==> src/source/cpuPkg.sv <==
`default_nettype none

package cpuPkg;

        localparam int dataWidth = 32;  // width of the shared bus and every register

        typedef enum logic [4:0] {
                ld    = 5'd0,
                ldi   = 5'd1,
                st    = 5'd2,
                add   = 5'd3,
                sub   = 5'd4,
                andOp = 5'd5,
                orOp  = 5'd6,
                outOp = 5'd7,
                halt  = 5'd8
        } opcodeT;

        typedef enum logic [1:0] {
                aluAdd,
                aluSub,
                aluAnd,
                aluOr
        } aluOpT;

        // three-register form used by add, sub, and, or
        typedef struct packed {
                opcodeT      opcode;
                logic [3:0]  ra;
                logic [3:0]  rb;
                logic [3:0]  rc;
                logic [14:0] unused;
        } regFormT;

        typedef struct packed {
                opcodeT      opcode;
                logic [3:0]  ra;
                logic [3:0]  rb;
                logic [18:0] c;  // signed constant, extended in the fetch unit
        } immFormT;

        typedef union packed {
                regFormT regForm;
                immFormT immForm;
        } instrWord;

endpackage

`default_nettype wire
==> src/source/busMux.sv <==
`timescale 1ns/10ps
`default_nettype none

module busMux import cpuPkg::*; (
        input  logic                 pcOut,
        input  logic                 mdrOut,
        input  logic                 zOut,
        input  logic                 regOut,
        input  logic                 cOut,
        input  logic [dataWidth-1:0] pcValue,
        input  logic [dataWidth-1:0] mdrValue,
        input  logic [dataWidth-1:0] zValue,
        input  logic [dataWidth-1:0] regData,
        input  logic [dataWidth-1:0] cValue,
        output logic [dataWidth-1:0] busData
);

        localparam logic [2:0] selNone = 3'd0;
        localparam logic [2:0] selPc   = 3'd1;
        localparam logic [2:0] selMdr  = 3'd2;
        localparam logic [2:0] selZ    = 3'd3;
        localparam logic [2:0] selReg  = 3'd4;
        localparam logic [2:0] selC    = 3'd5;

        logic [2:0] sourceSel;

        // the sequencer raises at most one out strobe, so the order here is arbitrary
        always_comb begin
                if (pcOut)
                        sourceSel = selPc;
                else if (mdrOut)
                        sourceSel = selMdr;
                else if (zOut)
                        sourceSel = selZ;
                else if (regOut)
                        sourceSel = selReg;
                else if (cOut)
                        sourceSel = selC;
                else
                        sourceSel = selNone;
        end

        always_comb begin
                case (sourceSel)
                        selPc:   busData = pcValue;
                        selMdr:  busData = mdrValue;
                        selZ:    busData = zValue;
                        selReg:  busData = regData;
                        selC:    busData = cValue;
                        default: busData = '0;  // idle bus
                endcase
        end

endmodule

`default_nettype wire

==> config.mk <==
export PLATFORM = sky130hd
export DESIGN_NAME = busMux
export DESIGN_NICKNAME = d
export VERILOG_FILES = /design/src/source/cpuPkg.sv /design/src/source/busMux.sv
export SDC_FILE = /design/constraint.sdc
export NUM_CORES = 1
export LEC_CHECK = 0
export BUFFER_PORTS_ARGS = -buffer_cell sky130_fd_sc_hd__buf_2
export CAP_MARGIN = 0
export CORE_AREA = 2 2 75 77
export DETAILED_ROUTE_END_ITERATION = 12
export DIE_AREA = 0 0 77 79
export PLACE_DENSITY_LB_ADDON = 0.05
export SETUP_SLACK_MARGIN = 0.1
export SLEW_MARGIN = 0
export SYNTH_ARGS = -nofsm -noshare
export SYNTH_HDL_FRONTEND = slang
export SYNTH_SLANG_ARGS = --single-unit
==> constraint.sdc <==
create_clock -name vclk -period 1.75
set_clock_uncertainty 0.2 [all_clocks]
set_input_delay 0 -clock vclk [all_inputs]
set_output_delay 0 -clock vclk [all_outputs]
set_load 0.02 [all_outputs]
==> results.toml <==
[power_and_ir_drop]
power.density_mw_per_mm2 = 283.5
peakVddDrop_uv = 117.6
power_mw = 0.6059
leakage_nw = 1.080

[run_status]
status = "finished, final reports clean"

[yosys]
synth_top_area_share_pct = 24.91
synth.distinct_cells = 16
syn-num-nets = 326
synth_top_cell_by_area = "a221oi_1"
syn-cell-area_mm2 = 0.001090
postSynthAreaPerCell_um2 = 6.769
netlist_top_cells_area = "a221oi_1 25%, a22oi_1 21%, nor2b_1 18%, o22ai_1 18%, clkbuf_1 6.5%"
yosys_warnings = 0
yosysSeqAreaShare_pct = 0
synthCells = 161

[global_routing]
grt.overflow.total = 0
grt_pass1_wl_mm = 9.432
grt_max_degree = 66
gr-usage-all-layers_pct = 18.65
antenna_found_initial = 0
grt_pass1_vias = 1895

[floorplanning]
num_rows = 27
start_util_pct = 20.42
die_y_um = 79
io_pins = 197
core_mm2 = 0.005338
die_area_mm2 = 0.006083
dieWidth_um = 77

[cells_and_area]
fin_nets = 509
layout-drive-gt1-share_pct = 60.82
final_cell_mix = "196 x buf_2, 31 x a22oi_1, 31 x a221oi_1, 31 x nor2b_1, 31 x o22ai_1"
diodes = 0
finalInstanceArea_mm2 = 0.002137
fill_cells = 599
seq_area_um2 = 0
area_growth_pct = 96.10
final_common_cell = "buf_2"
seq_cell_count = 0
clkbuf_count = 0

[worst_hold_path]
hold_class = "primary input to output port"
worst_hold_path.endpoint = "busData[11]"
hp-start = "pcValue[11]"
min_path_cells = 4

[route]
ant_nets = 0
drcViolationCount = 0
first_pass_iters = 4
wl_mm = 6.350
wl_per_cell_um = 15.34
vias = 2122
drt_iter0_drc = 82
viasPerCell = 5.126

[timing]
finalHoldViolCount = 0
setup_slack_ns = 0.1662
finalSetupViolations = 0
fin_crit_sh_pct = 90.50
worstMarginPinSlew_ns = 0.4023
grt_setup_unrepaired = "false"
slew_violations = 0
relSlewSlack_pct = 73.12
period_minus_slack_ns = 1.584
final.setup.tns_ns = 0
clock.fmax_mhz = 631.4

[placement]
hpwl_mm = 4.749
dp_slack_ns = 0.04797
place_congestion = 0.7617
portBuffers = 197
dpl_cell_area_mm2 = 0.002122

[worst_setup_path]
cp-end-kind = "output port"
critPathKind = "primary input to output port"
critPathMaxFanout = 35
cp-start-kind = "primary input"
critPathArrivalTime_ns = 1.38
worstPathRequired_ns = 1.55

[flow_run]
max_cap_viol_count = 0
cells in the mapped netlist:
cell type / instances
o22ai_1: 31
o21a_1: 1
nand2_1: 2
nor4_1: 1
nor2_1: 1
buf_2: 2
mux2i_1: 1
o21ai_0: 2
or3_1: 1
a22oi_1: 31
clkbuf_1: 19
a21oi_1: 1
buf_6: 4
nor2b_1: 32
a221oi_1: 31
nor2b_2: 1
how the worst max path moves through the flow:
stage,slack (ns),startpoint,depth (start not counted),to
3_3_place_gp,0.07,zOut,6,busData[8]
4_1_cts,0.13,mdrOut,6,busData[23]
5_1_grt,0.11,mdrOut,7,busData[19]
2_1_floorplan,0.43,mdrOut,5,busData[0]
3_5_place_dp,0.05,mdrOut,6,busData[12]
6_report,0.17,mdrOut,6,busData[23]
critical path, stage by stage:
cell and delay, ns:
buf_2 0.12, buf_6 0.20, or3_1 0.43, buf_6 0.19, o22ai_1 0.23, buf_4 0.18
kinds of logic after synthesis:
family / Yosys count / synth area share (%)
AOI/OAI and AO/OA: 97 / 66.13
and+or+nand+nor: 38 / 21.36
muxes: 1 / 0.9185
buffers and inverters: 25 / 11.60
stage by stage:
step | std cells | utilization [%] | hold WS, ns
after floorplan | 161 | - | 0.04104
after global placement | 414 | 39.76 | 0.1731
after detailed placement | 414 | 39.76 | 0.1730
after CTS | 414 | 39.92 | 0.1784
after global routing | 414 | 40.04 | 0.1931
final | 414 | 40.04 | 0.1712
per-layer routing:
metal	vias up	part of all wire (%)	wire [um]	track usage [%]
li1	1046	-	-	-
met1	958	40	2529	22.95
met2	116	51	3259	36.23
met3	2	8.6	548	2.727
met4	0	0.19	12	0.3571
met5	-	0	0	0
where the power goes:
part / total (mW) / switching (mW) / internal (mW)
Sequential: 0 / 0 / 0
Combinational: 0.606 / 0.312 / 0.294
Clock: 0 / 0 / 0
Total: 0.606 / 0.312 / 0.294
final cells by class:
| class | count | area, um^2 | share of cell area, % |
|---|---|---|---|
| Timing Repair Buffer | 206 | 1076 | 50.35 |
| Multi-Input combinational cell | 136 | 970.9 | 45.43 |
| Tap cell | 72 | 90.09 | 4.215 |
what timing repair did:
item                       CTS  global route
hold buffers                 0             0
setup buffers                0             0
setup endpoints to repair   17             3
gates resized for setup      2             2
Power figures use the tool's default switching activity.
