--- src/source/cpuPkg.sv ---
`default_nettype none

package cpuPkg;

        localparam int dataWidth = 32;  // width of the shared bus and every register

        typedef enum logic [4:0] {
                ld    = 5'd0,
                ldi   = 5'd1,
                st    = 5'd2,
                add   = 5'd3,
                sub   = 5'd4,
                andOp = 5'd5,
                orOp  = 5'd6,
                outOp = 5'd7,
                halt  = 5'd8
        } opcodeT;

        typedef enum logic [1:0] {
                aluAdd,
                aluSub,
                aluAnd,
                aluOr
        } aluOpT;

        // three-register form used by add, sub, and, or
        typedef struct packed {
                opcodeT      opcode;
                logic [3:0]  ra;
                logic [3:0]  rb;
                logic [3:0]  rc;
                logic [14:0] unused;
        } regFormT;

        typedef struct packed {
                opcodeT      opcode;
                logic [3:0]  ra;
                logic [3:0]  rb;
                logic [18:0] c;  // signed constant, extended in the fetch unit
        } immFormT;

        typedef union packed {
                regFormT regForm;
                immFormT immForm;
        } instrWord;

endpackage

`default_nettype wire
--- src/source/registerFile.sv ---
`timescale 1ns/10ps
`default_nettype none

module registerFile import cpuPkg::*; (
        input  logic                 Clock,
        input  logic                 arstN,
        input  logic [dataWidth-1:0] busData,
        input  instrWord             irWord,
        input  logic                 gra,
        input  logic                 grb,
        input  logic                 grc,
        input  logic                 baOut,
        input  logic                 regIn,
        input  logic                 outIn,
        output logic [dataWidth-1:0] regData,
        output logic [dataWidth-1:0] outPort
);

        logic [dataWidth-1:0] regs [16];
        logic [3:0]           regSel;

        always_comb begin
                if (gra)
                        regSel = irWord.regForm.ra;
                else if (grb)
                        regSel = irWord.regForm.rb;
                else if (grc)
                        regSel = irWord.regForm.rc;
                else
                        regSel = 4'd0;
        end

        always_ff @(posedge Clock) begin
                if (regIn)
                        regs[regSel] <= busData;
        end

        // R0 as a base reads as zero so that ldi can load a plain constant
        assign regData = (baOut && regSel == 4'd0) ? '0 : regs[regSel];

        always_ff @(posedge Clock or negedge arstN) begin
                if (!arstN)
                        outPort <= '0;
                else if (outIn)
                        outPort <= busData;
        end

endmodule

`default_nettype wire

--- config.mk ---
export PLATFORM = sky130hd
export DESIGN_NAME = registerFile
export DESIGN_NICKNAME = d
export VERILOG_FILES = /design/src/source/cpuPkg.sv /design/src/source/registerFile.sv
export SDC_FILE = /design/constraint.sdc
export NUM_CORES = 1
export LEC_CHECK = 0
export ABC_AREA = 1
export BUFFER_PORTS_ARGS = -buffer_cell sky130_fd_sc_hd__buf_2
export CAP_MARGIN = 20
export CORE_AREA = 10 10 199 201
export CTS_CLUSTER_SIZE = 40
export DETAILED_ROUTE_END_ITERATION = 8
export DIE_AREA = 0 0 209 211
export HOLD_SLACK_MARGIN = 0.06
export PLACE_DENSITY = 0.86
export SYNTH_ARGS = -nofsm -noshare
export SYNTH_HDL_FRONTEND = slang
export SYNTH_SLANG_ARGS = --single-unit
--- constraint.sdc ---
create_clock -name Clock -period 2.85 [get_ports Clock]
set_clock_uncertainty 0.15 [all_clocks]
set_input_delay 0.1425 -clock Clock [delete_from_list [all_inputs] [get_ports Clock]]
set_output_delay 0.1425 -clock Clock [all_outputs]
set_load 0.01 [all_outputs]
==> metrics.yaml <==
status:
  status: "completed"
sta:
  final.min_clock_period_ns: 2.66
  hold_viol_final: 0
  setup_slack_ns: 0.190
  whs_ns: 0.103
  grt_setup_unrepaired: "no"
  setup_viol: 0
  worst_slew_pin_slew_ns: 1.08
  relSlewSlack_pct: 28.3
  fmax_mhz: 376
  report.final.slew_viol_count: 0
  timing.final.crit_share_pct: 93.3
power_and_ir_drop:
  p_int_mw: 13.4
  p_total_mw: 17.7
  clockPowerShare_pct: 37.5
  switching_power_mw: 4.24
  power_switching_share_pct: 24.0
  peakVddDrop_mv: 0.558
  leakagePower_nw: 10.9
  powerDensity_mw_per_mm2: 669
  p_comb_share_pct: 11.0
  p_seq_share_pct: 51.4
placement:
  port_buffers: 115
  dp.cells: 2657
  gp_congestion: 0.813
  dpl_worst_slack_ns: 0.266
  placed_cell_area_mm2: 0.0244
  hpwl_um: 32400
synthesis:
  yosysUniqueCellTypes: 23
  syn-num-nets: 2188
  ys.warnings.count: 0
  synth.cell_area_mm2: 0.0228
  ys_seq_area_share_pct: 70.8
  synth-seq-cells: 544
  postSynthCellCount: 2116
  synth.avg_cell_area_um2: 10.8
finish:
  post-route-cell-area_mm2: 0.0264
  drive_above_1_share_pct: 13.5
  mostFrequentLayoutCell: "nand2_1"
  fin_cells: 2786
  final_cell_mix: "nand2_1, edfxtp_1, nor2_1, inv_1, buf_2"
  synthToLayoutAreaGrowth_pct: 15.6
  nets: 2354
clocking:
  numCtsBuffers: 51
  cts_htree_levels: 2
  post_cts_buffers: 0
  post_cts_resized: 0
  clock_path_buffers: 3
  cts_tree: "yes"
  clk_latency_ns: 0.60
  numClockSinks: 544
  cts.clk_slew.worst_paths_ns: 0.06
  root_buffer: "clkbuf_16"
detailed_routing:
  antenna_left: 0
  drt-total-wl_um: 56800
  drcViolationCount: 0
  drt_pass1_iterations: 6
  num_vias: 16029
  drtIter0Drc: 2166
  wl_per_cell_um: 20.4
  viasPerCell: 5.75
global_routing:
  antenna_found_initial: 2
  grt_max_degree: 93
  grt_pass1_vias: 16179
  grt.met1_usage_pct: 31.3
  grt-busiest-layer: "met2"
  use_met2_pct: 43.0
  grt_pass1_wl_um: 87700
  grt_use_met3_pct: 5.19
  grt_usage_pct: 25.4
  gr-total-overflow: 0
setup_path:
  worstPathMaxFanout: 42
  endpoint_kind: "output pin"
  worstPathRequired_ns: 2.56
  reg2reg_depth: 1
  crit_path_start_kind: "primary input"
  reg2reg_from: "outPort[7]"
  r2r_end: "outPort[7]"
  cp_data_arrival_time_ns: 2.37
  critPathKind: "in -> out"
  rrSetupSlack_ns: 1.86
floorplanning:
  initial_core_util_pct: 64.5
  fp.dieW_um: 209
  io_pins: 136
  rows: 69
  die_area_mm2: 0.0441
  core_area_mm2: 0.0354
  chipHeight_um: 211
run:
  cap_violations: 0
min_path:
  hp-class: "in -> async"
## cell type report
type                            count  area (µm²)
Multi-Input combinational cell   1272        5530
Fill cell                        2080        8990
Clock buffer                       81        1500
Clock inverter                     14         131
Timing Repair Buffer              216        1750
Antenna cell                        1        2.50
Inverter                          197         742
Tap cell                          461         577
Sequential cell                   544       16200
## cells by family (layout without fill, tap and decap cells)
kind of cell,after synthesis,count (layout),synth area share [%]
other cells,0,1,0
simple gates,1050,1050,17.6
flops,544,544,70.8
compound gates,190,190,4.17
buf+inv,300,508,5.81
mux,32,32,1.58
## sequential cells by signal, indices dropped and copies added (netlist names)
register	flops
outPort	32
regs	512
## cell usage after synthesis
cell type	number	share of area, %
and3_1	1	0.027
buf_6	14	0.69
buf_1	5	0.082
nand2_4	1	0.049
buf_2	32	0.70
buf_8	2	0.13
a31oi_1	2	0.055
edfxtp_1	512	67
mux2_2	32	1.6
inv_2	3	0.049
buf_4	9	0.30
nand2_1	690	11
clkbuf_1	41	0.67
or2_1	1	0.027
inv_1	194	3.2
nand3_2	1	0.044
a21oi_1	1	0.022
nand2_2	2	0.055
nand3_1	51	1.1
dfrtp_1	32	3.5
o21ai_0	79	1.7
o21ai_1	108	2.4
nor2_1	303	5.0
## critical path, cell delays in order
cell and delay [ns]:
buf_2 0.12, inv_2 0.14, or2_1 0.41, nand2_8 0.28, buf_12 0.30, buf_12 0.17
nand2_1 0.06, o21ai_0 0.09, nand2_1 0.10, nand2_1 0.08, nand2_1 0.06, nand3_1 0.08
nor2_1 0.13, buf_2 0.15
## worst max-delay path by stage
stage / startpoint / end / slack, ns / depth (start not counted)
floorplan: gra / regs[12][0] / -0.19 / 8
global placement: gra / regData[23] / 0.28 / 10
detailed placement: gra / regs[2][30] / 0.27 / 7
CTS: gra / regData[8] / 0.24 / 14
global route: gra / regData[14] / 0.06 / 12
finish: gra / regData[8] / 0.19 / 14
## metal layers
layer,routed length [µm],vias up
li1,-,7249
met1,20900,7641
met2,28000,950
met3,5720,189
met4,2080,0
met5,0,-
## power groups by stage
stage               logic (mW)  clock network (mW)  registers [mW]
finish                    1.94                6.63            9.09
global route              2.13                6.99            9.10
floorplan                 1.08                   0            9.26
detailed placement        1.87                   0            9.25
CTS                       1.94                6.67            9.09
global placement          1.80                   0            9.23
## repair_timing
item / CTS / global route
endpoints found under the hold margin: 576 / 0
hold buffers: 33 / 0
setup endpoints to repair: 0 / 0
## stage by stage
| step | setup TNS, ns | util (%) |
|---|---|---|
| 6_report | 0 | 74.6 |
| 3_5_place_dp | 0 | 69.1 |
| 5_1_grt | 0 | 74.6 |
| 4_1_cts | 0 | 74.6 |
| 3_3_place_gp | 0 | 69.1 |
| 2_1_floorplan | -65.65 | - |
Note: power is estimated with default switching activity, not from simulation.
