--- src/source/cpuPkg.sv ---
`default_nettype none

package cpuPkg;

        localparam int dataWidth = 32;  // width of the shared bus and every register

        typedef enum logic [4:0] {
                ld    = 5'd0,
                ldi   = 5'd1,
                st    = 5'd2,
                add   = 5'd3,
                sub   = 5'd4,
                andOp = 5'd5,
                orOp  = 5'd6,
                outOp = 5'd7,
                halt  = 5'd8
        } opcodeT;

        typedef enum logic [1:0] {
                aluAdd,
                aluSub,
                aluAnd,
                aluOr
        } aluOpT;

        // three-register form used by add, sub, and, or
        typedef struct packed {
                opcodeT      opcode;
                logic [3:0]  ra;
                logic [3:0]  rb;
                logic [3:0]  rc;
                logic [14:0] unused;
        } regFormT;

        typedef struct packed {
                opcodeT      opcode;
                logic [3:0]  ra;
                logic [3:0]  rb;
                logic [18:0] c;  // signed constant, extended in the fetch unit
        } immFormT;

        typedef union packed {
                regFormT regForm;
                immFormT immForm;
        } instrWord;

endpackage

`default_nettype wire
--- src/source/controlSequencer.sv ---
`timescale 1ns/10ps
`default_nettype none

module controlSequencer import cpuPkg::*; (
        input  logic     Clock,
        input  logic     arstN,
        input  logic     start,
        input  instrWord irWord,
        output logic     busy,
        output logic     pcOut,
        output logic     mdrOut,
        output logic     zOut,
        output logic     regOut,
        output logic     cOut,
        output logic     marIn,
        output logic     mdrIn,
        output logic     irIn,
        output logic     yIn,
        output logic     zIn,
        output logic     pcIn,
        output logic     regIn,
        output logic     outIn,
        output logic     incPc,
        output logic     memRead,
        output logic     memWrite,
        output logic     gra,
        output logic     grb,
        output logic     grc,
        output logic     baOut,
        output aluOpT    aluOp
);

        logic [2:0] tState;
        logic [2:0] lastStep;
        opcodeT     opcode;
        logic       isAddrOp;   // ld, ldi and st all form Rb + C first
        logic       isAluOp;

        assign opcode   = irWord.regForm.opcode;
        assign isAddrOp = (opcode == ld) || (opcode == ldi) || (opcode == st);
        assign isAluOp  = (opcode == add) || (opcode == sub) || (opcode == andOp)
                          || (opcode == orOp);

        always_comb begin
                if (opcode == ld || opcode == st)
                        lastStep = 3'd7;
                else if (isAddrOp || isAluOp)
                        lastStep = 3'd5;
                else
                        lastStep = 3'd3;  // out, halt and unknown codes take one step
        end

        always_ff @(posedge Clock or negedge arstN) begin
                if (!arstN) begin
                        busy   <= 1'b0;
                        tState <= 3'd0;
                end else if (!busy) begin
                        busy   <= start;
                        tState <= 3'd0;
                end else if (tState == 3'd3 && opcode == halt) begin
                        busy   <= 1'b0;
                        tState <= 3'd0;
                end else if (tState == lastStep) begin
                        tState <= 3'd0;
                end else begin
                        tState <= tState + 3'd1;
                end
        end

        always_comb begin
                case (opcode)
                        sub:     aluOp = aluSub;
                        andOp:   aluOp = aluAnd;
                        orOp:    aluOp = aluOr;
                        default: aluOp = aluAdd;
                endcase
        end

        always_comb begin
                {pcOut, mdrOut, zOut, regOut, cOut} = '0;
                {marIn, mdrIn, irIn, yIn, zIn, regIn, outIn} = '0;
                {incPc, memRead, memWrite, gra, grb, grc, baOut} = '0;
                pcIn = start && !busy;  // PC takes pcStart on the start edge
                if (busy) begin
                        case (tState)
                                3'd0: begin
                                        pcOut = 1'b1;
                                        marIn = 1'b1;
                                        incPc = 1'b1;
                                end
                                3'd1: memRead = 1'b1;
                                3'd2: begin
                                        mdrOut = 1'b1;
                                        irIn   = 1'b1;
                                end
                                3'd3: begin
                                        if (opcode == outOp) begin
                                                gra    = 1'b1;
                                                regOut = 1'b1;
                                                outIn  = 1'b1;
                                        end else if (isAddrOp || isAluOp) begin
                                                grb    = 1'b1;
                                                regOut = 1'b1;
                                                yIn    = 1'b1;
                                                baOut  = isAddrOp;
                                        end
                                end
                                3'd4: begin
                                        zIn    = 1'b1;
                                        cOut   = isAddrOp;
                                        grc    = isAluOp;
                                        regOut = isAluOp;
                                end
                                3'd5: begin
                                        zOut = 1'b1;
                                        if (opcode == ld || opcode == st) begin
                                                marIn = 1'b1;
                                        end else begin
                                                gra   = 1'b1;
                                                regIn = 1'b1;
                                        end
                                end
                                3'd6: begin
                                        memRead = (opcode == ld);
                                        gra     = (opcode == st);
                                        regOut  = (opcode == st);
                                        mdrIn   = (opcode == st);
                                end
                                default: begin
                                        mdrOut   = (opcode == ld);
                                        gra      = (opcode == ld);
                                        regIn    = (opcode == ld);
                                        memWrite = (opcode == st);
                                end
                        endcase
                end
        end

endmodule

`default_nettype wire

--- config.mk ---
export PLATFORM = sky130hd
export DESIGN_NAME = controlSequencer
export DESIGN_NICKNAME = d
export VERILOG_FILES = /design/src/source/cpuPkg.sv /design/src/source/controlSequencer.sv
export SDC_FILE = /design/constraint.sdc
export NUM_CORES = 1
export LEC_CHECK = 0
export ABC_AREA = 1
export BUFFER_PORTS_ARGS = -buffer_cell sky130_fd_sc_hd__buf_2
export CAP_MARGIN = 20
export CORE_AREA = 2 2 44 46
export DETAILED_ROUTE_END_ITERATION = 7
export DIE_AREA = 0 0 46 48
export PLACE_DENSITY_LB_ADDON = 0.12
export SYNTH_ARGS = -nofsm -noshare
export SYNTH_HDL_FRONTEND = slang
export SYNTH_SLANG_ARGS = --single-unit
--- constraint.sdc ---
create_clock -name Clock -period 2.7 [get_ports Clock]
set_input_delay 0 -clock Clock [delete_from_list [all_inputs] [get_ports Clock]]
set_output_delay 0 -clock Clock [all_outputs]
set_load 0.02 [all_outputs]
==> results.toml <==
[power]
p_switching_mw = 0.433
internal-power_mw = 0.318
leakagePower_nw = 0.499
power_frac_clock = 0.099
peakVddDrop_mv = 0.441
power-per-cell-area_nw_per_um2 = 952
total_power_mw = 0.752
switching_share = 0.577
seqPwrFrac = 0.181
combPwrFrac = 0.720

[yosys]
yosys-top-cells-count = "nand2_1 (21), inv_1 (19), nor2_1 (15)"
ys_ff_latch = 4
synth_nets = 145
synth_top_area_frac = 0.164
synthArstFlopShare = 1.00
yosysTopAreaCell = "dfrtp_1"
yosysMostFrequentCell = "nand2_1"
synthCells = 105
syn_area_per_cell_um2 = 5.80
synth.top_cells.by_area = "dfrtp_1 (16%), nand2_1 (13%), inv_1 (12%)"
ys_seq_area_frac = 0.164
synth_edf_count = 0
syn_area_um2 = 609
ys_types = 22
yosysWarnings = 0
synthFlopType = "dfrtp_1"

[timing]
worst_pin_slew_ps = 443
hold_ws_ps = 24.2
finalSetupViolations = 0
fin_ws_ps = 649
rsz0062_at_grt = "no"
fmax_ghz = 0.488
post-route-period-util = 0.760
finalHoldViolCount = 0
fin_skew_ps = 3.55
report.final.slew_viol_count = 0
fin_tns_setup_ps = 0
slew_headroom = 0.703
fin_crit_ps = 2050

[grt]
grt_antenna_before_repair = 0
grt_pass1_vias = 666
grt_max_degree = 14
grt-ovfl-total = 0
grt_pass1_wl_mm = 2.58
track_usage = 0.165

[route]
wl_per_cell_um = 10.6
vias = 760
final_antenna_net_count = 0
drcViolationCount = 0
viasPerCell = 5.00
drtIter0Drc = 6
first_pass_iters = 4
wirelength_mm = 1.61

[floorplan]
dieArea_um2 = 2210
die_w_um = 46
num_rows = 15
num_io_pins = 58
die_h_um = 48
start_util = 0.361
core_um2 = 1690

[finish]
diodes = 0
nets = 177
fin_util = 0.467
syn2layout_area_growth_pct = 29.6
fillerInstances = 188
fin_cells = 152
fin_area_um2 = 790
drive_gt1_frac = 0.296

[clock_tree]
cts_tree = "built"
cts_setup_buffers = 0
cts-root-buf = "clkbuf_4"
cts_hold_buf = 1
clkLatencyLatePin_ps = 240
cts_inserted_buffers = 3
clock_path_buffers = 2
cts_sinks = 4
htreeDepth = 1
path_clk_slew_ps = 40
cts-resized-gates = 0

[setup_path]
cp_data_required_time_ps = 2700
worstPathArrival_ps = 2050
r2r-end = "tState[2]"
path_class = "flop to primary output"
cp-end-kind = "primary output"
rr_worst_depth = 7
crit_fanout = 10
reg2reg_slack_ps = 1170
r2r_start = "tState[2]"
critPathLaunchType = "flop"

[flow_run]
drv_cap = 0

[outcome]
status = "complete, no violations"

[min_path]
hold_start = "start"
hold_end = "busy"
holdPathStages = 3
hp-class = "input port to flop"

[place]
place_worst_setup_slack_ps = 947
io_buffers = 30
place_area_um2 = 757
dp_hpwl_mm = 1.32
placed_cells = 148
gp_congestion = 0.845
-- cell usage in the layout, fill, tap and decap left out, drive strengths merged --
cell / n
buf: 30
nand2: 23
inv: 20
nor2: 16
nand3: 12
nor3: 5
ha: 5
o21ai: 5
dfrtp: 4
a21oi: 3
clkbuf: 3
nor4: 3
nand4: 2
a31oi: 2
o2111ai: 1
dlygate4sd3: 1
-- metal layers --
layer / share of wire / GRT usage / vias up
met4: 0.011 / 0.137 / 0
met5: 0 / 0 / -
met3: 0.056 / 0.0151 / 2
met1: 0.47 / 0.187 / 329
li1: - / - / 401
met2: 0.47 / 0.281 / 28
-- flip-flops by register name, summed over array words and instances (netlist names) --
signal	flops
busy	1
tState	3
-- how the worst max path moves through the flow --
stage | startpoint | slack, ps | endpoint
after global routing | tState[2] | 480 | gra
after floorplan | tState[1] | 960 | marIn
after detailed placement | tState[2] | 950 | gra
after global placement | tState[2] | 900 | gra
final | tState[2] | 650 | gra
after CTS | tState[2] | 680 | gra
-- cell type report --
type                    count  area (um2)  share of cell area
multi-input cells          77         410               0.520
flip-flops and latches      4         100               0.127
clock buffers               3        22.5              0.0285
repair buffers             31         160               0.203
inverters                  20        75.1              0.0951
well taps                  17        21.3              0.0269
-- critical path: stages (launching register included) --
cell,delay (ps)
dfrtp_1,520
inv_1,190
ha_1,330
nor4_1,280
inv_1,100
o21ai_1,160
a31oi_1,60
buf_2,160
-- cells by family after synthesis --
logic type | share of synthesized area
adder cells (fa/ha/maj) | 0.103
AO/OA/AOI/OAI | 0.101
flip-flops | 0.164
AND/OR/NAND/NOR | 0.470
buffers and inverters | 0.162
-- power by group through the flow --
stage / combinational (mW) / clock, mW / sequential, mW
2_1_floorplan: 0.423 / 0 / 0.115
3_3_place_gp: 0.541 / 0 / 0.136
3_5_place_dp: 0.542 / 0 / 0.135
4_1_cts: 0.544 / 0.0804 / 0.135
5_1_grt: 0.607 / 0.0880 / 0.142
6_report: 0.541 / 0.0745 / 0.136
No activity file was read; power rests on OpenSTA's default activity.
