[src/source/cpuPkg.sv]
`default_nettype none

package cpuPkg;

        localparam int dataWidth = 32;  // width of the shared bus and every register

        typedef enum logic [4:0] {
                ld    = 5'd0,
                ldi   = 5'd1,
                st    = 5'd2,
                add   = 5'd3,
                sub   = 5'd4,
                andOp = 5'd5,
                orOp  = 5'd6,
                outOp = 5'd7,
                halt  = 5'd8
        } opcodeT;

        typedef enum logic [1:0] {
                aluAdd,
                aluSub,
                aluAnd,
                aluOr
        } aluOpT;

        // three-register form used by add, sub, and, or
        typedef struct packed {
                opcodeT      opcode;
                logic [3:0]  ra;
                logic [3:0]  rb;
                logic [3:0]  rc;
                logic [14:0] unused;
        } regFormT;

        typedef struct packed {
                opcodeT      opcode;
                logic [3:0]  ra;
                logic [3:0]  rb;
                logic [18:0] c;  // signed constant, extended in the fetch unit
        } immFormT;

        typedef union packed {
                regFormT regForm;
                immFormT immForm;
        } instrWord;

endpackage

`default_nettype wire
[src/source/fetchUnit.sv]
`timescale 1ns/10ps
`default_nettype none

module fetchUnit import cpuPkg::*; #(
        parameter logic [dataWidth-1:0] pcStart = '0
) (
        input  logic                 Clock,
        input  logic                 arstN,
        input  logic [dataWidth-1:0] busData,
        input  logic                 pcIn,
        input  logic                 irIn,
        input  logic                 incPc,
        output logic [dataWidth-1:0] pcValue,
        output instrWord             irWord,
        output logic [dataWidth-1:0] cValue
);

        always_ff @(posedge Clock or negedge arstN) begin
                if (!arstN) begin
                        pcValue <= '0;
                end else if (pcIn) begin
                        pcValue <= pcStart;
                end else if (incPc) begin
                        pcValue <= pcValue + 1'b1;
                end
        end

        always_ff @(posedge Clock or negedge arstN) begin
                if (!arstN)
                        irWord <= '0;
                else if (irIn)
                        irWord <= busData;
        end

        // the constant is 19 bits wide and signed
        assign cValue = {{(dataWidth - 19){irWord.immForm.c[18]}}, irWord.immForm.c};

endmodule

`default_nettype wire

[config.mk]
export PLATFORM = sky130hd
export DESIGN_NAME = fetchUnit
export DESIGN_NICKNAME = d
export VERILOG_FILES = /design/src/source/cpuPkg.sv /design/src/source/fetchUnit.sv
export SDC_FILE = /design/constraint.sdc
export NUM_CORES = 1
export LEC_CHECK = 0
export BUFFER_PORTS_ARGS = -buffer_cell sky130_fd_sc_hd__buf_2
export CAP_MARGIN = 10
export CORE_MARGIN = 1
export CORE_UTILIZATION = 51
export CTS_CLUSTER_SIZE = 30
export DETAILED_ROUTE_END_ITERATION = 8
export GPL_TIMING_DRIVEN = 0
export PLACE_DENSITY = 0.86
export SLEW_MARGIN = 20
export SYNTH_ARGS = -nofsm -noshare
export SYNTH_HDL_FRONTEND = slang
export SYNTH_SLANG_ARGS = --single-unit
[constraint.sdc]
create_clock -name Clock -period 3.5 [get_ports Clock]
set_input_delay 0.525 -clock Clock [delete_from_list [all_inputs] [get_ports Clock]]
set_output_delay 0.525 -clock Clock [all_outputs]
set_load 0.02 [all_outputs]
==> results of run 1 <==
==> layout make-up <==
class / count / share of cell area (%)
flip-flops and latches: 64 / 39.5
multi-input cells: 164 / 29.2
repair buffers: 132 / 16.9
well taps: 75 / 2.31
clock buffers: 11 / 3.73
plain buffers: 47 / 7.52
clock inverters: 4 / 0.493
inverters: 4 / 0.370
==> per-stage QoR <==
| step | utilization [%] | hold slack, ns |
|---|---|---|
| finish | 69.0 | 0.0278 |
| global route | 69.0 | 0.0189 |
| CTS | 69.0 | 0.0193 |
| detailed placement | 66.1 | 0.375 |
| global placement | 65.5 | 0.484 |
| floorplan | - | 0.229 |
==> path summary, 6_finish.rpt <==
check / from / endpoint
min in group Clock: busData[6] / irWord[6]
setup reg to reg: pcValue[9] / pcValue[25]
hold / removal: arstN / irWord[17]
hold reg to reg: irWord[28] / irWord[28]
max in group asynchronous: arstN / pcValue[18]
setup / recovery: pcValue[9] / pcValue[25]
==> layout by cell type (no fill, tap or decap), types with 3 or more instances in the layout <==
| cell | synthesis | layout |
|---|---|---|
| sky130_fd_sc_hd__a21oi_1 | 16 | 16 |
| sky130_fd_sc_hd__and4_1 | 3 | 3 |
| sky130_fd_sc_hd__buf_1 | 3 | 3 |
| sky130_fd_sc_hd__buf_2 | 1 | 131 |
| sky130_fd_sc_hd__buf_4 | 32 | 33 |
| sky130_fd_sc_hd__clkbuf_1 | 10 | 10 |
| sky130_fd_sc_hd__clkbuf_8 | 0 | 11 |
| sky130_fd_sc_hd__clkinv_2 | 0 | 4 |
| sky130_fd_sc_hd__dfrtp_1 | 64 | 64 |
| sky130_fd_sc_hd__inv_1 | 4 | 4 |
| sky130_fd_sc_hd__mux2_2 | 34 | 34 |
| sky130_fd_sc_hd__nand2_1 | 12 | 12 |
| sky130_fd_sc_hd__nand3_1 | 9 | 9 |
| sky130_fd_sc_hd__nand4_1 | 3 | 3 |
| sky130_fd_sc_hd__nor2_1 | 16 | 16 |
| sky130_fd_sc_hd__nor2b_1 | 4 | 4 |
| sky130_fd_sc_hd__nor4_1 | 8 | 8 |
| sky130_fd_sc_hd__o21ai_0 | 6 | 6 |
| sky130_fd_sc_hd__o31ai_1 | 10 | 10 |
| sky130_fd_sc_hd__or3_1 | 8 | 8 |
| sky130_fd_sc_hd__or4_1 | 10 | 10 |
| sky130_fd_sc_hd__xnor2_1 | 9 | 9 |
==> cells by family after synthesis <==
| group | share of synthesized area, % |
|---|---|
| adders and majority gates | 0.403 |
| muxes | 13.4 |
| DFF | 51.5 |
| and+or+nand+nor | 14.5 |
| xor gates and xnor gates | 2.82 |
| AOI/OAI and AO/OA | 7.09 |
| buffers and inverters | 10.3 |
==> power breakdown <==
part	total (mW)	leakage (nW)	internal, mW	switching (mW)
clock	0.550	0.0947	0.287	0.264
combinational	0.336	1.05	0.150	0.187
sequential	0.809	0.820	0.779	0.0293
total	1.70	1.96	1.22	0.480
==> state kept, by name, indices dropped and copies added, names as in the netlist <==
signal,cells
pcValue,32
irWord,32
==> layer usage <==
layer  vias up  GRT usage [%]  wire, um
met5         -              0         0
met4         0           8.21       113
met3        11           8.18       618
met2       103           46.4      4140
met1      1283           27.4      2840
li1       1257              -         -
==> results, run 1 <==
- The reg2reg setup slack is 1.30 ns.
- The critical path crosses 5 cells after its start point.
- The number of vias after detailed routing is 2654.
- The die covers 6410 sq um.
- The chip height is around 80 um.
- In this run the worst path has a maximum fanout of 10.
- The number of non-filler instances in the completed layout is between 500 and 600.
- By area the synthesized netlist is led by sky130_fd_sc_hd__dfrtp_1, sky130_fd_sc_hd__mux2_2, sky130_fd_sc_hd__buf_4.
- Summing the sequential cell areas from Yosys gives 51.5% of the chip area.
- The Yosys step of the flow raised 0 warnings.
- CTS saw 64 sinks.
- The worst path meets setup with 1.30 ns of slack.
- The minimum setup slack after placement is 1.00 ns.
- TritonCTS built the clock tree.
- The maximum vdd drop is 0.000224 V.
- Dividing the final minimum period by the clock period gives 62.9%.
- The via count of the first global-routing pass is 2587.
- The summed negative setup slack over all endpoints is 0 ns.
- Setup repair after global routing left no endpoint under its margin.
- The critical-path cell with the highest stage delay is sky130_fd_sc_hd__or4_4.
- The count of flip-flops with a built-in enable after synthesis is 0.
- Counting every net in the synthesized netlist gives 317.
- The HPWL reported at the end of detailed placement is 5.78 mm.
- The post-synthesis area per instance is 11.1 sq um.
- The number of buffers and inverters on the critical path is 1.
- The H-tree was split into 3 levels.
- The power per cell area is 418 nW/um^2.
- The nature of the critical path endpoint is a flip-flop.
- The top-level I/O count is between 100 and 150.
- The number of setup buffers added after CTS is 0.
- Summed over all layers, the routed wires come to approximately 7.7 mm.
- Entering global routing, the biggest net connects between 50 and 60 pins.
- Broken down by cell family, the worst path's largest delay share belongs to simple AND/OR/NAND/NOR gates.
- The number of cells on the worst reg-to-reg path is 5.
- The number of clock buffers inserted by TritonCTS is 9.
- The cell total after placement is 486.
- Of all cell types, the one taking the most synthesized area is sky130_fd_sc_hd__dfrtp_1.
- Summing all multi-input logic gate instances after layout gives 1190 sq um.
- The post-route clock skew is 0.00534 ns.
- In this run the remaining antenna-violating nets after routing total 0.
- Headroom to the max-slew limit came out at 61.4%.
- After synthesis the netlist holds a flip-flop and latch count of between 60 and 70.
- The later pin in the worst-skew pair is clocked with a latency of approximately 0.33 ns.
- The post-synthesis cell count is around 280.
- The count of pins over their slew limit is 0.
- The share of flip-flops with an asynchronous set or reset is 100%.
- The number of fill cells is around 460.
- Compared with the post-synthesis result, the final layout area differs by 30.6%.
- The data arrival time at the worst-slack endpoint is 2.42 ns.
- The synthesized netlist contains 35 unique library cells.
- The die width is 80.1 um.
- The detailed-route DRC error count is 0.
- The initial DRC count is 96.
- The most instantiated library cell after synthesis is sky130_fd_sc_hd__dfrtp_1.
- Among all flip-flop cells after synthesis, the most frequent one is sky130_fd_sc_hd__dfrtp_1.
- The path class of the tightest hold or removal check is in -> async.
- The routed wirelength normalized by instance count is roughly 15 um.
- The initial utilization of the core area, before any placement, comes to 52.8%.
- After clock tree synthesis, the repair step resized 0 gates.
- The number of diodes added for antenna fixing is 0.
- The remaining global-route overflow is 0.
- The minimum period implied by the final worst setup slack is ~2.2 ns.
- The largest single stage delay on the critical path is 0.58 ns.
- The region available for standard cell placement spans between 5000 and 6000 sq um.
- Clock-pin slew was measured on the worst setup and hold paths at 0.07 ns.
- The final net count is 460.
- In this run, post-CTS hold repair placed 0 buffers.
- For this run, the detailed router's first-pass iteration total came to 4.
- The setup path with the least slack is of type reg -> reg.
- The required time of the critical path is 3.72 ns.
- Summing every instance area after synthesis gives ~3100 sq um.
- The first global-routing pass estimated 12.3 mm of wire.
- The run finished with clean final reports.
- The cell area after layout is 4060 sq um.
- The peak clock frequency supported by timing is around 0.45 GHz.
- The static power due to leakage is 1.96 nW.
- In this run the cell area measured after placement is 3890 sq um.
- The count of maximum capacitance violations is 0.
- The post-route total power is 1.70 mW.
- The worst setup path is launched from a flip-flop.
- The congestion estimate from routability-driven global placement came to 0.810.
- The all-layer global routing usage is approximately a quarter.
- The number of endpoints with negative hold slack in the final report came to 0.
- The number of antenna violations at the first check in global routing came to 0.
- Summed over its instances, the top area cell type makes up 51.5% of the synthesized netlist area.
- Using the TritonRoute via totals, the vias-per-cell ratio works out to between 5 and 6.
- No sink is reached through more buffers than the 2 on the longest clock path.
- After synthesis, the most frequently instantiated cells are sky130_fd_sc_hd__dfrtp_1, sky130_fd_sc_hd__mux2_2, sky130_fd_sc_hd__buf_4.
- The tree is rooted in a sky130_fd_sc_hd__clkbuf_8.
- Input and output buffers added on the ports amount to 131.
- Cells with a size suffix above 1 make up approximately half of the layout.
- The total setup violations reported at the end of the flow is 0.
- The number of placement rows is 28.
- Walking the worst path, the cells encountered are nand4_1 -> or4_4 -> buf_2 -> nor4_1 -> mux2_2.
- The footprint of the flip-flops and latches is 1600 sq um.
- For the pin with the worst max-slew slack, the measured transition is 0.579 ns.
Power figures use the tool's default switching activity.
==> inputs of run 2 (changes only) <==
CORE_UTILIZATION = 43   (was 51)
PLACE_DENSITY = 0.77   (was 0.86)
clock period = 1.8 ns   (was 3.5 ns; I/O delays follow)
==> results, run 2 (synthesis gave the netlist of run 1 again) <==
- The number of vias after detailed routing is around 2800.
- Global routing consumed, over all layers together, roughly 22% of the routing resources.
- The global-route wire length before repair is ~12 mm.
- The worst-case IR drop observed on VDD is 0.000393 V.
- Traced cell by cell, the critical path runs through nand3_4 -> or4_4 -> buf_6 -> or4_1 -> a21oi_1.
- Total power for the finished layout comes to 3.60 mW.
- The count of buffers inserted at the top-level ports is around 130.
- The data arrival time at the worst-slack endpoint is 2.16 ns.
- The nature of the critical path endpoint is a flip-flop.
- Routability-driven placement finished with a final weighted congestion of 0.773.
- The first-pass iteration count of the detailed router is 4.
- The peak clock frequency supported by timing is ~0.53 GHz.
- The worst pin sits at a relative slew slack of 59.8%.
- The via count of the first global-routing pass is 2576.
- The detailed router finished its first iteration with 138 violations.
- The CTS tree is done.
- The maximum clock insertion buffer count is 2.
- Setup repair after global routing could not meet its margin everywhere.
- The share of post-route cells with drive strength above 1 is 63.7%.
- The largest registers in the layout are irWord: 32 flops, pcValue: 32 flops.
- The number of sinks on the clock net is 64.
- The total die area is around 7600 sq um.
- The library cells used most frequently in the layout, excluding fill and tap cells, are sky130_fd_sc_hd__buf_2, sky130_fd_sc_hd__dfrtp_1, sky130_fd_sc_hd__buf_4, sky130_fd_sc_hd__mux2_2, sky130_fd_sc_hd__nor2_1.
- After detailed routing, the number of remaining DRC violations is 0.
- The post-route antenna net violation count is 0.
- The post-route clock skew is between 0.007 and 0.008 ns.
- After detailed routing, the average wire length per cell comes to 15.2 um.
- The effective utilization at floorplan is 45.2%.
- The remaining global-route overflow is 0.
- STA classifies the critical path startpoint as a flip-flop.
- The cell at the root of the clock tree is sky130_fd_sc_hd__clkbuf_8.
- The number of fill cells is between 500 and 600.
- The chip height is 87.0 um.
- The number of clock buffers inserted by TritonCTS is 9.
- At the later pin of the worst-skew pair, clock insertion delay measures 0.34 ns.
- The slowest stage of the critical path belongs to the cell sky130_fd_sc_hd__or4_4.
- After floorplanning, the core was sized to cover roughly 6900 sq um.
- In this run the static leakage power is between 2 and 2.5 nW.
- The number of endpoints with negative hold slack in the final report came to 0.
- Leaving out fill and tap cells, the most frequent cell in the layout is sky130_fd_sc_hd__buf_2.
- The power per cell area is ~800 nW/um^2.
- The pin slew with the least headroom to its limit is 0.603 ns.
- The worst setup path is of the reg -> reg kind.
- The number of antenna violations at the first check in global routing came to 0.
- In the final design database the tool counted 477 nets.
- Counting I/O delays and the setup requirement, the final critical path takes 1.90 ns.
- The initialized floorplan defines 30 standard-cell rows.
- The HPWL reported at the end of detailed placement is 5.55 mm.
- The final core utilization is between 60% and 70%.
- The count of maximum capacitance violations is 0.
- The routed via count divided by cell count is around 5.1.
- The top-level I/O count is 133.
- Setup violations remaining at the end of the flow were counted as 18.
- The largest stage delay on the critical path is 0.59 ns.
- The flow ran to the end, but the final reports show violations.
- The signed area change from the synthesized netlist to the final layout is 45.6%.
- The H-tree depth reported by CTS is 3.
- The count of pins over their slew limit is 0.
- The largest net degree at the start of global routing is 48.
- The final worst-path cycle share is 106%.
- The minimum setup slack in the final design is -0.105 ns.
- The largest fanout of any net on the critical path is 5.
- After clock tree synthesis, the clock-pin slew on the worst setup and hold paths is 0.07 ns.
- The final reports fail on setup timing.
- The die width is 87.0 um.
- The type of the most critical hold path is in -> reg.
- The required time of the critical path is 2.06 ns.
- The number of diodes added for antenna fixing is 0.
- The routed design has 8.22 mm of wire.
## run 2: changes by cell type in the layout (fill, tap and decap cells not counted), sizes merged
cell	delta
clkinv	-1
buf	+19
clkinvlp	+1
clkbuf	-4
dlygate4sd3	+1
bufinv	+2
## run 2: layout make-up
type	instances	area (sq um)	area share, %
flip-flops and latches	64	1620	35.8
well taps	96	120	2.65
clock inverters	6	82.6	1.83
inverters	4	15.0	0.332
plain buffers	47	340	7.52
repair buffers	149	818	18.1
clock buffers	10	138	3.04
multi-input cells	164	1390	30.7
## run 2: layer usage
layer / wire length, um / vias to the layer above / share of wire (%) / global-route usage (%)
met4: 144 / 0 / 1.8 / 10.0
met1: 3140 / 1343 / 38 / 24.3
met3: 599 / 13 / 7.3 / 5.50
li1: - / 1289 / - / -
met5: 0 / - / 0 / 0
met2: 4340 / 121 / 53 / 38.6
## run 2: repair_timing
action | 4_1_cts | 5_1_grt
buffers inserted | 12 | 2
endpoints found under the hold margin | 17 | 0
resized for setup | 14 | 32
setup endpoints to repair | 17 | 23
gates cloned | 2 | 0
pin swaps | 13 | 4
hold buffers | 1 | 0
## run 2: path summary, 6_finish.rpt
path	start	end	slack [ns]	cells after the start
worst max-delay path	pcValue[5]	pcValue[20]	-0.10	5
max in group asynchronous	arstN	pcValue[8]	0.92	3
worst min-delay path	busData[22]	irWord[22]	0.16	2
worst min register to register	irWord[27]	irWord[27]	0.50	1
min in group asynchronous	arstN	irWord[5]	0.35	2
worst max register to register	pcValue[5]	pcValue[20]	-0.10	5
## run 2: critical path, delay by kind of cell, from the launching register on
| kind | cells | cell delay, ns |
|---|---|---|
| buf+inv | 1 | 0.16 |
| flops | 1 | 0.40 |
| simple gates | 3 | 1.13 |
| compound gates | 1 | 0.14 |
## run 2: report_power, final
group	switching [mW]	internal [mW]	leakage, nW	total (mW)
Combinational	0.361	0.299	1.23	0.660
Clock	0.560	0.810	0.112	1.37
Sequential	0.0593	1.52	0.795	1.57
## run 2: stage by stage
stage,setup TNS [ns],setup WS [ns],hold WS [ns],cells,cell area [sq um]
global route,-2.15,-0.165,0.143,540,4520
detailed placement,-4.94,-0.417,0.161,507,3990
finish,-1.12,-0.105,0.156,540,4520
CTS,-0.647,-0.0707,0.141,538,4380
floorplan,-0.678,-0.0965,-0.0256,279,3180
global placement,-4.37,-0.386,0.485,506,3960
